**src/hw/fdc_pkg.sv**
```systemverilog
package fdc_pkg;

	////////////////////////////////////////////////////////////
	// Bus types
	typedef logic [7:0]  byte_t;		// One MCU or SRAM bus byte
	typedef logic [18:0] sram_addr_t;	// 512K x 8 SRAM
	typedef logic [15:0] mcu_addr_t;	// Latched PMP address

	////////////////////////////////////////////////////////////
	// Register map, low address byte only
	localparam byte_t REG_ADDR_L      = 8'h00;	// Pointer bits 7..0
	localparam byte_t REG_ADDR_H      = 8'h01;	// Pointer bits 15..8
	localparam byte_t REG_ADDR_U      = 8'h02;	// Pointer bits 18..16
	localparam byte_t REG_SRAM_DATA   = 8'h03;	// SRAM byte at pointer

	// Write and read share 0x04
	localparam byte_t REG_DRIVE_CTRL  = 8'h04;
	localparam byte_t REG_MCO_TYPE_L  = 8'h04;
	localparam byte_t REG_MCO_TYPE_H  = 8'h05;
	localparam byte_t REG_MCO_VER_L   = 8'h06;
	localparam byte_t REG_MCO_VER_H   = 8'h07;

	localparam byte_t REG_STATUS2     = 8'h0F;
	localparam byte_t REG_SCRATCH     = 8'h30;	// Bus test pattern
	localparam byte_t REG_SCRATCH_INV = 8'h31;	// Same, inverted
	localparam byte_t REG_STEP_RATE   = 8'hF0;	// Period in ticks, minus one
	localparam byte_t REG_STEP_CMD    = 8'hFF;

	// Identity
	localparam logic [15:0] MCO_TYPE    = 16'hDD55;
	localparam logic [15:0] MCO_VERSION = 16'h001A;

	////////////////////////////////////////////////////////////
	// STATUS2 bit positions
	localparam int ST2_INDEX    = 7;
	localparam int ST2_TRACK0   = 6;
	localparam int ST2_WRPROT   = 5;
	localparam int ST2_READY    = 4;
	localparam int ST2_DENSITY  = 3;
	localparam int ST2_STEPPING = 2;
	localparam int ST2_EMPTY    = 1;
	localparam int ST2_FULL     = 0;

	// Step command byte
	localparam int STEP_DIR_BIT = 7;	// Set for inward
	localparam int STEP_CNT_MSB = 6;	// Count in bits 6..0

endpackage

```
**src/hw/fdc_regs.sv**
```systemverilog
`timescale 1ns/1ps

module fdc_regs (
	input  logic                CLK_MASTER,
	input  logic                rst_n,
	input  fdc_pkg::mcu_addr_t  mcu_addr,
	input  logic                wr_pulse,
	input  fdc_pkg::byte_t      wr_data,
	input  logic                rd_active,
	input  logic                rd_done,
	input  fdc_pkg::sram_addr_t sram_a,
	input  fdc_pkg::byte_t      sram_dq_in,
	input  logic                empty,
	input  logic                full,
	input  logic                stepping,
	input  logic                fd_index_in,
	input  logic                fd_track0_in,
	input  logic                fd_wrprot_in,
	input  logic                fd_rdy_dchg_in,
	input  logic                fd_dens_in,
	output fdc_pkg::byte_t      pmd_out,
	output logic                pmd_oe,
	output fdc_pkg::byte_t      sram_data_out,
	output logic                sram_wr_start,
	output logic                load_l,
	output logic                load_h,
	output logic                load_u,
	output fdc_pkg::byte_t      load_data,
	output logic                rd_inc,
	output logic                step_cmd_wr,
	output fdc_pkg::byte_t      step_cmd,
	output fdc_pkg::byte_t      step_rate,
	output logic                fd_dens_out,
	output logic                fd_inuse,
	output logic [3:0]          fd_drvsel,
	output logic                fd_moten,
	output logic                fd_sidesel
);
	import fdc_pkg::*;

	byte_t reg_sel;		// Decoded address byte
	byte_t drive_ctrl;
	byte_t scratch;
	byte_t status2;

	assign reg_sel = mcu_addr[7:0];

	////////////////////////////////////////////////////////////
	// Write decode
	assign sram_wr_start = wr_pulse && (reg_sel == REG_SRAM_DATA);
	assign load_l        = wr_pulse && (reg_sel == REG_ADDR_L);
	assign load_h        = wr_pulse && (reg_sel == REG_ADDR_H);
	assign load_u        = wr_pulse && (reg_sel == REG_ADDR_U);
	assign load_data     = wr_data;
	assign step_cmd_wr   = wr_pulse && (reg_sel == REG_STEP_CMD);
	assign step_cmd      = wr_data;	// Sampled by the stepper with the strobe

	// Pointer moves on once the MCU has taken the byte
	assign rd_inc = rd_done && (reg_sel == REG_SRAM_DATA);

	// Control registers
	always_ff @(posedge CLK_MASTER) begin
		if (!rst_n) begin
			drive_ctrl <= '0;	// All drive lines inactive
			step_rate  <= '0;
		end else if (wr_pulse) begin
			if (reg_sel == REG_DRIVE_CTRL)
				drive_ctrl <= wr_data;
			if (reg_sel == REG_STEP_RATE)
				step_rate <= wr_data;
		end
	end

	// Data and scratch bytes
	always_ff @(posedge CLK_MASTER) begin
		if (wr_pulse && (reg_sel == REG_SRAM_DATA))
			sram_data_out <= wr_data;
		if (wr_pulse && (reg_sel == REG_SCRATCH))
			scratch <= wr_data;
	end

	////////////////////////////////////////////////////////////
	// Drive outputs, active low
	assign fd_dens_out = ~drive_ctrl[0];
	assign fd_inuse    = ~drive_ctrl[1];
	assign fd_drvsel   = ~drive_ctrl[5:2];
	assign fd_moten    = ~drive_ctrl[6];
	assign fd_sidesel  = ~drive_ctrl[7];

	////////////////////////////////////////////////////////////
	// Readback
	always_comb begin
		status2               = '0;
		status2[ST2_INDEX]    = fd_index_in;
		status2[ST2_TRACK0]   = fd_track0_in;
		status2[ST2_WRPROT]   = fd_wrprot_in;
		status2[ST2_READY]    = fd_rdy_dchg_in;
		status2[ST2_DENSITY]  = fd_dens_in;
		status2[ST2_STEPPING] = stepping;
		status2[ST2_EMPTY]    = empty;
		status2[ST2_FULL]     = full;
	end

	always_comb begin
		case (reg_sel)
			REG_ADDR_L:      pmd_out = sram_a[7:0];
			REG_ADDR_H:      pmd_out = sram_a[15:8];
			REG_ADDR_U:      pmd_out = {5'b0, sram_a[18:16]};
			REG_SRAM_DATA:   pmd_out = sram_dq_in;	// Live SRAM output
			REG_MCO_TYPE_L:  pmd_out = MCO_TYPE[7:0];
			REG_MCO_TYPE_H:  pmd_out = MCO_TYPE[15:8];
			REG_MCO_VER_L:   pmd_out = MCO_VERSION[7:0];
			REG_MCO_VER_H:   pmd_out = MCO_VERSION[15:8];
			REG_STATUS2:     pmd_out = status2;
			REG_SCRATCH:     pmd_out = scratch;
			REG_SCRATCH_INV: pmd_out = ~scratch;
			default:         pmd_out = 8'h00;	// Unmapped
		endcase
	end

	assign pmd_oe = rd_active;	// Every address answers a read

endmodule

```
**config.mk**
```make
export PLATFORM = sky130hd
export DESIGN_NAME = fdc_regs
export DESIGN_NICKNAME = d
export VERILOG_FILES = /design/src/hw/fdc_pkg.sv /design/src/hw/fdc_regs.sv
export SDC_FILE = /design/constraint.sdc
export NUM_CORES = 1
export LEC_CHECK = 0
export BUFFER_PORTS_ARGS = -buffer_cell sky130_fd_sc_hd__buf_2
export CELL_PAD_IN_SITES_DETAIL_PLACEMENT = 0
export CELL_PAD_IN_SITES_GLOBAL_PLACEMENT = 1
export CORE_MARGIN = 2
export CORE_UTILIZATION = 34
export CTS_BUF_LIST = sky130_fd_sc_hd__clkbuf_4
export CTS_CLUSTER_SIZE = 24
export DETAILED_ROUTE_END_ITERATION = 6
export PLACE_DENSITY_LB_ADDON = 0.08
export SETUP_SLACK_MARGIN = 0.05
export SLEW_MARGIN = 25
export SYNTH_ARGS = -nofsm -noshare
export SYNTH_HDL_FRONTEND = slang
export SYNTH_SLANG_ARGS = --single-unit
```
**constraint.sdc**
```tcl
create_clock -name CLK_MASTER -period 4 [get_ports CLK_MASTER]
set_input_delay 0.8 -clock CLK_MASTER [delete_from_list [all_inputs] [get_ports CLK_MASTER]]
set_output_delay 0.8 -clock CLK_MASTER [all_outputs]
set_load 0.02 [all_outputs]
```
==> summary.txt, run 1 <==
Layout
  – Synthesis-to-layout area growth: 28.27%
  – Antenna diode count: 0
  – # nets final: 351
  – Share of layout cells above drive strength 1: 43.75%
  – Count of placed standard cells in the final layout, fillers left out: 360
  – Fillers: 592

CTS
  – Clk_lat worst skew: 0.32 ns
  – CTS Buf Count: 5
  – Number of clock sinks: 32
  – TritonCTS clock tree: yes
  – Number of hold buffers added after cts: 0
  – Number of post-CTS setup repair buffers: 0
  – Resized cells post-CTS: 0
  – Number of buffers between clock root and the deepest sink: 2
  – Clock Tree Root: clkbuf_4
  – Register clock-pin slew on the reported worst setup and hold paths: 0.10 ns
  – CTS H-tree depth: 2

Routing
  – Total DRC errors in the routed layout: 0
  – Antenna Nets Post-Route: 0
  – Via count: 1740
  – Post-DR vias/cell: 4.833
  – WL per Instance: 14.35 microns
  – Number of DRC markers in iteration 0: 95
  – Final wirelength: 5.165 mm
  – DR pass1 iterations: 4

Yosys
  – Syn Area/Cell: 9.725 sq um
  – Fraction of post-synthesis cell area in the top cell type by area: 24.95%
  – Netlist area before placement: 1926 sq um
  – Cells after Synth: 198
  – Yosys top cell by area: edfxtp_1
  – Most common library cells after synthesis: buf_4 (17), mux2i_1 (17), nor2b_1 (17)
  – Distinct cell type count of the synthesized netlist: 45
  – Share of flip-flops with an asynchronous set or reset: 0%
  – Count of flip-flops with a built-in enable after synthesis: 16
  – Combinational family with the most area after synthesis: simple AND/OR/NAND/NOR gates
  – Syn_nets: 262
  – Sequential cell area fraction in the yosys report: 41.59%
  – Ranking of synthesized cells by area: edfxtp_1 (25%), dfxtp_1 (17%), mux2i_1 (8.8%), buf_4 (6.6%), nor2b_1 (5.5%)
  – Top FF cell, synth: edfxtp_1
  – Yosys Warn Count: 0
  – Portion of netlist area occupied by mux cells: 10.59%
  – Post-synthesis simple-gate area fraction: 22.03%
  – Share of synthesized cell area in full adder, half adder and majority cells: 0%
  – Post-synthesis xor/xnor area fraction: 0%
  – Fraction of the mapped netlist area in compound gates: 14.23%
  – Number of storage elements in the synthesis netlist: 32

Timing
  – Fin crit period: 3.287 ns
  – Final hold slack: 0.5277 ns
  – Clock skew after layout: 0 ns
  – Top achievable clock speed: 304.3 MHz
  – Slew headroom: 62.17%
  – Unrepaired setup endpoints after global routing: no
  – Transition time at the pin with the least slew margin: 0.5632 ns
  – Final hold violation count: 0
  – Final worst path period share: 82.17%
  – Final Max Slew Viols: 0
  – Setup-failing EPs final: 0
  – Total negative slack: 0 ns

Floorplanning
  – Chip height: 79.26 microns
  – Die ar.: 6281 sq um
  – Floorplan core area: 5473 sq um
  – Chip Width: 79.26 microns
  – Num rows: 27
  – I/O pin cnt: 119
  – Initial Util: 35.19%

Critical path
  – Crit start category: input port
  – Most Frequent Cell on Critical Path: buf_2
  – Delay of the slowest critical-path stage: 0.74 ns
  – Worst-path cell chain: buf_2 -> or4b_1 -> or2_0 -> a21oi_1 -> a221o_1 -> buf_2
  – R2R Path Start: drive_ctrl[6]
  – Depth of the worst register-to-register path: 2
  – Endpoint of the lowest-slack register-to-register path: drive_ctrl[6]
  – Required time reported for the critical path endpoint: 3.20 ns
  – Buffers & Inverters on Critical Path: 2
  – Class of the most critical setup path: input port to primary output
  – Worst-path maximum fanout: 20
  – Top delay family on crit path: simple AND/OR/NAND/NOR gates
  – Slowest cell on the critical path: or4b_1
  – Register-to-Register Setup Slack: 3.39 ns
  – Arrival time of data at the critical path endpoint: 2.49 ns
  – Capturing element type of the critical path: primary output

Place
  – IO buf count: 108
  – Estimated wirelength of the detail-placed design: 4.041 mm
  – Placer's final routability congestion estimate: 0.8216
  – Placed Instances: 352

Pwr
  – Power density cells: 280.8 nW/um^2
  – Worst ir drop on vdd: 0.0001821 V
  – Leak Pwr: 1.194 nW

Worst hold path
  – Hold path startpoint: step_rate[3]
  – Min-delay worst type: flop to flop
  – Terminating pin of the worst hold path: step_rate[3]
  – Hold Crit Depth: 2

Global route
  – Vias in the first global route: 1612
  – Number of antenna violations at the first check in global routing: 0
  – Remaining Overflow, GRT: 0
  – Global-route usage over all layers: 16.25%
  – Pin count of the biggest net entering global routing: 24
  – Global-route wire length before repair: 7.990 mm

Job
  – Number of maximum-capacitance violations: 0

Outcome
  – Run status: completed
per-layer routing:
layer  vias to the layer above  track usage (%)  routed length (microns)
met5                         -                0                        0
met4                         0            1.724                       11
met3                         2            6.818                      493
met2                        68            25.25                     2280
met1                       783            21.83                     2379
li1                        887                -                        -
how the worst max path moves through the flow:
stage | startpoint | end | slack, ns | cells past startpoint
2_1_floorplan | mcu_addr[1] | pmd_out[7] | 1.07 | 6
3_3_place_gp | mcu_addr[1] | pmd_out[7] | 0.71 | 6
3_5_place_dp | mcu_addr[1] | pmd_out[7] | 0.71 | 6
4_1_cts | mcu_addr[1] | pmd_out[7] | 0.71 | 6
5_1_grt | mcu_addr[1] | pmd_out[7] | 0.61 | 6
6_report | mcu_addr[1] | pmd_out[7] | 0.71 | 6
cell type report:
class	count	area, sq um	share of cell area [%]
Clock buffer	6	45.04	1.824
Inverter	11	41.29	1.672
Multi-Input combinational cell	127	902.1	36.52
Clock inverter	2	35.03	1.418
Sequential cell	32	800.8	32.42
Tap cell	72	90.09	3.647
Timing Repair Buffer	110	555.5	22.49
registers in the layout (all words and copies together) (netlist names):
register and flops:
drive_ctrl 8, scratch 8, sram_data_out 8, step_rate 8
metrics by stage:
step / worst slack, ns / power (mW) / instance area (sq um) / util [%]
6_report: 0.7133 / 0.6936 / 2470 / 45.13
5_1_grt: 0.6076 / 0.7275 / 2470 / 45.13
4_1_cts: 0.7115 / 0.7033 / 2470 / 45.13
3_5_place_dp: 0.7131 / 0.4583 / 2390 / 43.67
3_3_place_gp: 0.7128 / 0.4584 / 2390 / 43.67
2_1_floorplan: 1.074 / 0.4186 / 1926 / -
cells by family (layout without fill, tap and decap cells):
group           count (synthesis)  in the layout
compound gates                 39             39
flops                          32             32
mux                            20             20
buf+inv                        39            129
simple gates                   68             68
where the power goes:
group	total (mW)	switching (mW)	internal, mW
Sequential	0.344	0.000192	0.344
Clock	0.244	0.106	0.138
Combinational	0.106	0.0616	0.0443
Total	0.694	0.168	0.526
cells in the final DEF (no fill, tap or decap), types with 9 or more instances in the layout:
master / count
a21oi_1: 11
and3_1: 9
buf_2: 108
dfxtp_1: 16
edfxtp_1: 16
inv_1: 11
mux2i_1: 17
nand2_1: 12
nor2_1: 10
nor2b_1: 17
worst min-delay path, cell delays in order, from the launching register on:
cell,delay [ns]
dfxtp_1,0.34
mux2i_1,0.07
nor2b_1,0.09
Power figures use the tool's default switching activity.
==> run 2: changes to the inputs <==
--- a/config.mk
+++ b/config.mk
@@ -9,7 +9,7 @@
 export CELL_PAD_IN_SITES_DETAIL_PLACEMENT = 0
 export CELL_PAD_IN_SITES_GLOBAL_PLACEMENT = 1
 export CORE_MARGIN = 2
-export CORE_UTILIZATION = 34
+export CORE_UTILIZATION = 28
 export CTS_BUF_LIST = sky130_fd_sc_hd__clkbuf_4
 export CTS_CLUSTER_SIZE = 24
 export DETAILED_ROUTE_END_ITERATION = 6
==> constraint.sdc (replaced) <==
create_clock -name CLK_MASTER -period 2.65 [get_ports CLK_MASTER]
set_input_delay 0.53 -clock CLK_MASTER [delete_from_list [all_inputs] [get_ports CLK_MASTER]]
set_output_delay 0.53 -clock CLK_MASTER [all_outputs]
set_load 0.02 [all_outputs]
==> summary.txt, run 2 (synthesis gave the netlist of run 1 again) <==
Place
  – IO buf count: 108 (unchanged)
  – Estimated wirelength of the detail-placed design: 4.220 mm (was 4.041 mm)
  – Placed Instances: 368 (was 352)
  – Placer's final routability congestion estimate: 0.7564 (was 0.8216)

Routing
  – Via count: 1744 (was 1740)
  – DR pass1 iterations: 4 (unchanged)
  – Met2 wire len: 2.550 mm (was 2.280 mm)
  – WL per Instance: 14.33 microns (was 14.35 microns)
  – Post-DR vias/cell: 4.638 (was 4.833)
  – Metal1 wirelength: 2.446 mm (was 2.379 mm)
  – Number of DRC markers in iteration 0: 43 (was 95)
  – Antenna Nets Post-Route: 0 (unchanged)
  – Total DRC errors in the routed layout: 0 (unchanged)
  – Final wirelength: 5.387 mm (was 5.165 mm)
  – Uppermost layer routed: met4 (unchanged)
  – Met3 routed WL: 363 microns (was 493 microns)

Critical path
  – Capturing element type of the critical path: primary output (unchanged)
  – Most Frequent Cell on Critical Path: buf_2 (unchanged)
  – Delay of the slowest critical-path stage: 0.36 ns (was 0.74 ns)
  – Worst-path maximum fanout: 19 (was 20)
  – Class of the most critical setup path: input port to primary output (unchanged)
  – Arrival time of data at the critical path endpoint: 1.95 ns (was 2.49 ns)
  – Required time reported for the critical path endpoint: 2.12 ns (was 3.20 ns)
  – Slowest cell on the critical path: mux2_2 (was or4b_1)
  – Worst-path cell chain: buf_2 -> buf_4 -> mux2_2 -> a32oi_1 -> a21oi_1 -> a221o_1 -> buf_2 (was buf_2 -> or4b_1 -> or2_0 -> a21oi_1 -> a221o_1 -> buf_2)
  – Crit start category: input port (unchanged)

Timing
  – Final worst path period share: 93.45%
  – Slew headroom: 71.23% (was 62.17%)
  – Unrepaired setup endpoints after global routing: no (unchanged)
  – Transition time at the pin with the least slew margin: 0.4207 ns (was 0.5632 ns)
  – Fin crit period: 2.476 ns
  – Top achievable clock speed: 403.8 MHz
  – Clock skew after layout: 0 ns (unchanged)
  – Setup-failing EPs final: 0 (unchanged)
  – Total negative slack: 0 ns (unchanged)
  – Final hold violation count: 0 (unchanged)
  – Final Max Slew Viols: 0 (unchanged)

Floorplanning
  – Chip height: 86.93 microns (was 79.26 microns)
  – Floorplan core area: 6719 sq um (was 5473 sq um)
  – Chip Width: 86.93 microns (was 79.26 microns)
  – I/O pin cnt: 119 (unchanged)
  – Initial Util: 28.66% (was 35.19%)
  – Num rows: 30 (was 27)
  – Die ar.: 7557 sq um (was 6281 sq um)

Layout
  – Antenna diode count: 0 (unchanged)
  – Commonest non-fill, non-tap cells in the layout: buf_2 (108), mux2i_1 (17), nor2b_1 (17) (unchanged)
  – Synthesis-to-layout area growth: 30.60% (was 28.27%)
  – Share of layout cells above drive strength 1: 45.27% (was 43.75%)
  – # nets final: 359 (was 351)
  – Count of placed standard cells in the final layout, fillers left out: 376 (was 360)
  – Most frequent standard cell in the layout excluding fill and tap cells: buf_2 (unchanged)

CTS
  – CTS Buf Count: 5 (unchanged)
  – Clock Tree Root: clkbuf_4 (unchanged)
  – Register clock-pin slew on the reported worst setup and hold paths: 0.09 ns (was 0.10 ns)
  – TritonCTS clock tree: yes (unchanged)
  – Number of clock sinks: 32 (unchanged)
  – CTS H-tree depth: 2 (unchanged)
  – Number of hold buffers added after cts: 0 (unchanged)
  – Clk_lat worst skew: 0.32 ns (about the same)
  – Number of buffers between clock root and the deepest sink: 2 (unchanged)

Pwr
  – Cell internal power dissipation: 690.3 uW (was 525.8 uW)
  – Power after layout: 947.4 uW (was 693.6 uW)
  – Worst ir drop on vdd: 0.0002337 V (was 0.0001821 V)
  – Clock group share of total power: 27.2% (was 35.1%)
  – Relative contribution of sequential cells to total power: 54.8% (was 49.6%)
  – Leak Pwr: 1.221 nW (was 1.194 nW)
  – Switching power as a share of total power: 27.14% (was 24.19%)
  – Switching component of the power: 257.1 uW (was 167.7 uW)
  – Power density cells: 376.7 nW/um^2 (was 280.8 nW/um^2)
  – Fraction of power consumed by combinational cells: 18.0% (was 15.3%)

Global route
  – Global-route usage over all layers: 13.64% (was 16.25%)
  – Remaining Overflow, GRT: 0 (unchanged)
  – Global-route wire length before repair: 7.997 mm (was 7.990 mm)
  – Number of antenna violations at the first check in global routing: 0 (unchanged)
  – Vias in the first global route: 1568 (was 1612)
  – Pin count of the biggest net entering global routing: 23 (was 24)

Job
  – Number of maximum-capacitance violations: 0 (unchanged)

Outcome
  – Run status: completed (unchanged)

Worst hold path
  – Min-delay worst type: input port to flop (was flop to flop)
run 2: area by class of cell:
type	count	area, sq um
Fill cell	739	4204
Clock inverter	3	13.76
Inverter	11	41.29
Timing Repair Buffer	118	615.6
Multi-Input combinational cell	127	905.9
Clock buffer	5	37.54
Tap cell	80	100.1
Sequential cell	32	800.8
run 2: worst paths after layout:
| check | startpoint | end | slack [ns] | depth (start not counted) |
|---|---|---|---|---|
| max | mcu_addr[1] | pmd_out[2] | 0.17 | 7 |
| min | wr_data[6] | sram_data_out[6] | 0.46 | 1 |
| max reg2reg | step_rate[5] | step_rate[5] | 2.03 | 2 |
| min reg2reg | drive_ctrl[2] | drive_ctrl[2] | 0.52 | 2 |
run 2: per-layer routing:
metal  global-route usage, %  vias up
met5                       0        -
met4                   4.403        0
met3                   3.128        2
met2                   22.28       64
met1                   17.81      784
li1                        -      894
run 2: worst max-delay path, delay by kind of cell:
| family | cells | cell delay [ns] |
|---|---|---|
| muxes | 1 | 0.36 |
| AOI/OAI and AO/OA | 3 | 0.57 |
| buffers and inverters | 3 | 0.48 |
run 2: power groups by stage:
stage / logic [mW] / clock network (mW) / registers (mW)
after floorplan: 0.100 / 0 / 0.531
after global placement: 0.172 / 0 / 0.531
after detailed placement: 0.171 / 0 / 0.531
after CTS: 0.172 / 0.276 / 0.519
after global routing: 0.187 / 0.297 / 0.519
final: 0.170 / 0.258 / 0.519
run 2: timing repair:
action,in CTS,in global routing
setup buffers,0,0
gates resized for setup,0,1
setup endpoints to repair,0,1
run 2: metrics by stage:
step | area [sq um] | hold slack (ns) | worst slack (ns) | util, %
finish | 2515 | 0.4588 | 0.1735 | 37.43
global route | 2515 | 0.4220 | 0.08907 | 37.43
CTS | 2511 | 0.4321 | 0.1499 | 37.37
detailed placement | 2460 | 0.5089 | 0.1549 | 36.61
global placement | 2460 | 0.4968 | 0.1526 | 36.61
floorplan | 1926 | 0.4856 | 0.2640 | -
==> run 3: changes to the inputs <==
--- a/config.mk
+++ b/config.mk
@@ -13,7 +13,7 @@
 export CTS_BUF_LIST = sky130_fd_sc_hd__clkbuf_4
 export CTS_CLUSTER_SIZE = 24
 export DETAILED_ROUTE_END_ITERATION = 6
-export PLACE_DENSITY_LB_ADDON = 0.08
+export PLACE_DENSITY = 0.9
 export SETUP_SLACK_MARGIN = 0.05
 export SLEW_MARGIN = 25
 export SYNTH_ARGS = -nofsm -noshare
==> summary.txt, run 3 (synthesis gave the netlist of run 1 again) <==
Outcome
  – Run status: completed (unchanged)

Layout
  – Antenna diode count: 0 (unchanged)
  – Synthesis-to-layout area growth: 31.25% (was 30.60%)
  – # nets final: 358 (was 359)
  – Post-route design area: 2527 sq um (was 2515 sq um)
  – Final core utilization: 37.62% (was 37.43%)
  – Share of layout cells above drive strength 1: 44.41% (was 45.27%)
  – Most frequent standard cell in the layout excluding fill and tap cells: buf_2 (unchanged)
  – Count of placed standard cells in the final layout, fillers left out: 375 (was 376)
  – Commonest non-fill, non-tap cells in the layout: buf_2 (108), mux2i_1 (17), nor2b_1 (17) (unchanged)

Floorplanning
  – Chip Width: 86.93 microns (unchanged)
  – Num rows: 30 (unchanged)
  – Initial Util: 28.66% (unchanged)
  – Floorplan core area: 6719 sq um (unchanged)
  – Die ar.: 7557 sq um (unchanged)
  – Chip height: 86.93 microns (unchanged)
  – I/O pin cnt: 119 (unchanged)

Critical path
  – Crit start category: input port (unchanged)
  – Required time reported for the critical path endpoint: 2.12 ns (about the same)
  – Depth of the worst register-to-register path: 2 (unchanged)
  – Arrival time of data at the critical path endpoint: 1.97 ns (was 1.95 ns)
  – R2R Path Start: drive_ctrl[1] (was step_rate[5])
  – Slowest cell on the critical path: or4b_1 (was mux2_2)
  – Worst-path maximum fanout: 7 (was 19)
  – Capturing element type of the critical path: primary output (unchanged)
  – Most Frequent Cell on Critical Path: buf_2 (unchanged)
  – Top delay family on crit path: simple AND/OR/NAND/NOR gates (was compound AO/OA/AOI/OAI gates)
  – Class of the most critical setup path: input port to primary output (unchanged)
  – Buffers & Inverters on Critical Path: 3 (unchanged)
  – Delay of the slowest critical-path stage: 0.60 ns (was 0.36 ns)
  – Register-to-Register Setup Slack: 2.02 ns (was 2.03 ns)
  – Endpoint of the lowest-slack register-to-register path: drive_ctrl[1] (was step_rate[5])
  – Worst-path cell chain: buf_2 -> or4b_1 -> buf_4 -> nor2_1 -> a21oi_1 -> o22ai_1 -> buf_2 (was buf_2 -> buf_4 -> mux2_2 -> a32oi_1 -> a21oi_1 -> a221o_1 -> buf_2)

Pwr
  – Switching power as a share of total power: 24.95% (was 27.14%)
  – Power density cells: 413.8 nW/um^2 (was 376.7 nW/um^2)
  – Worst ir drop on vdd: 0.0003839 V (was 0.0002337 V)
  – Fraction of power consumed by combinational cells: 16.2% (was 18.0%)
  – Cell internal power dissipation: 784.8 uW (was 690.3 uW)
  – Switching component of the power: 261.0 uW (was 257.1 uW)
  – Power after layout: 1.046 mW (was 947.4 uW)
  – Relative contribution of sequential cells to total power: 49.7% (was 54.8%)
  – Clock group share of total power: 34.1% (was 27.2%)
  – Leak Pwr: 1.221 nW (about the same)

Routing
  – Total DRC errors in the routed layout: 0 (unchanged)
  – Antenna Nets Post-Route: 0 (unchanged)
  – Number of DRC markers in iteration 0: 53 (was 43)
  – Via count: 1803 (was 1744)
  – DR pass1 iterations: 4 (unchanged)
  – Post-DR vias/cell: 4.808 (was 4.638)
  – WL per Instance: 14.46 microns (was 14.33 microns)
  – Final wirelength: 5.421 mm (was 5.387 mm)

Job
  – Number of maximum-capacitance violations: 0 (unchanged)

Worst hold path
  – Hold Crit Depth: 1 (unchanged)
  – Hold path startpoint: wr_data[7] (was wr_data[6])
  – Terminating pin of the worst hold path: sram_data_out[7] (was sram_data_out[6])
  – Min-delay worst type: input port to flop (unchanged)

CTS
  – Number of hold buffers added after cts: 0 (unchanged)
  – Register clock-pin slew on the reported worst setup and hold paths: 0.11 ns (was 0.09 ns)
  – Number of post-CTS setup repair buffers: 0 (unchanged)
  – CTS Buf Count: 5 (unchanged)
  – Number of buffers between clock root and the deepest sink: 2 (unchanged)
  – Clock Tree Root: clkbuf_4 (unchanged)
  – Resized cells post-CTS: 0 (unchanged)
  – TritonCTS clock tree: yes (unchanged)
  – Clk_lat worst skew: 0.33 ns (was 0.32 ns)
  – Number of clock sinks: 32 (unchanged)
  – CTS H-tree depth: 2 (unchanged)

Place
  – Placed Instances: 367 (was 368)
  – Post-Place Setup Slack: 0.1662 ns (was 0.1549 ns)
  – IO buf count: 108 (unchanged)
  – Estimated wirelength of the detail-placed design: 4.328 mm (was 4.220 mm)
  – DP Area: 2452 sq um (was 2460 sq um)
  – Placer's final routability congestion estimate: 0.8439 (was 0.7564)

Timing
  – Fin crit period: 2.503 ns (was 2.476 ns)
  – Transition time at the pin with the least slew margin: 0.4419 ns (was 0.4207 ns)
  – Final hold violation count: 0 (unchanged)
  – Final worst path period share: 94.44% (was 93.45%)
  – Setup-failing EPs final: 0 (unchanged)
  – Top achievable clock speed: 399.6 MHz (was 403.8 MHz)
  – Clock skew after layout: 0 ns (unchanged)
  – Unrepaired setup endpoints after global routing: no (unchanged)
  – Worst-case setup margin in the final layout: 0.1474 ns (was 0.1735 ns)
  – Final Max Slew Viols: 0 (unchanged)
  – Slew headroom: 70.32% (was 71.23%)
  – Final hold slack: 0.4424 ns (was 0.4588 ns)
  – Total negative slack: 0 ns (unchanged)

Global route
  – Pin count of the biggest net entering global routing: 17 (was 23)
  – Number of antenna violations at the first check in global routing: 0 (unchanged)
  – Vias in the first global route: 1661 (was 1568)
  – Remaining Overflow, GRT: 0 (unchanged)
  – Global-route wire length before repair: 8.128 mm (was 7.997 mm)
  – Global-route usage over all layers: 13.77% (was 13.64%)
## run 3: cell count changes in the layout (fill, tap and decap cells not counted), sizes merged
cell    delta
bufinv     +1
buf        -1
clkinv     -1
## run 3: per-layer routing
layer / wire, microns / GRT usage (%) / part of all wire (%)
met5: 0 / 0 / 0
met4: 76 / 4.688 / 1.4
met3: 462 / 3.412 / 8.5
met2: 2552 / 23.25 / 47
met1: 2329 / 17.08 / 43
## run 3: layout make-up
cell class / count / area [sq um]
clock buffer: 5 / 37.54
clock inverter: 3 / 37.54
fill: 704 / 4192
inverter: 11 / 41.29
multi-input combinational: 127 / 902.1
sequential: 32 / 800.8
tap: 80 / 100.1
timing repair buffer: 117 / 608.1
## run 3: power groups by stage
stage / combinational, mW / sequential [mW] / clock [mW]
finish: 0.170 / 0.519 / 0.357
global placement: 0.169 / 0.531 / 0
global route: 0.184 / 0.519 / 0.386
detailed placement: 0.170 / 0.531 / 0
CTS: 0.171 / 0.519 / 0.371
floorplan: 0.100 / 0.531 / 0
## run 3: worst max-delay path by stage
stage | cells after the start | start | endpoint | slack (ns)
floorplan | 6 | mcu_addr[1] | pmd_out[7] | 0.26
global placement | 7 | mcu_addr[1] | pmd_out[5] | 0.18
detailed placement | 7 | mcu_addr[1] | pmd_out[5] | 0.17
CTS | 7 | mcu_addr[1] | pmd_out[5] | 0.15
global route | 7 | mcu_addr[2] | pmd_out[6] | 0.07
finish | 7 | mcu_addr[1] | pmd_out[5] | 0.15
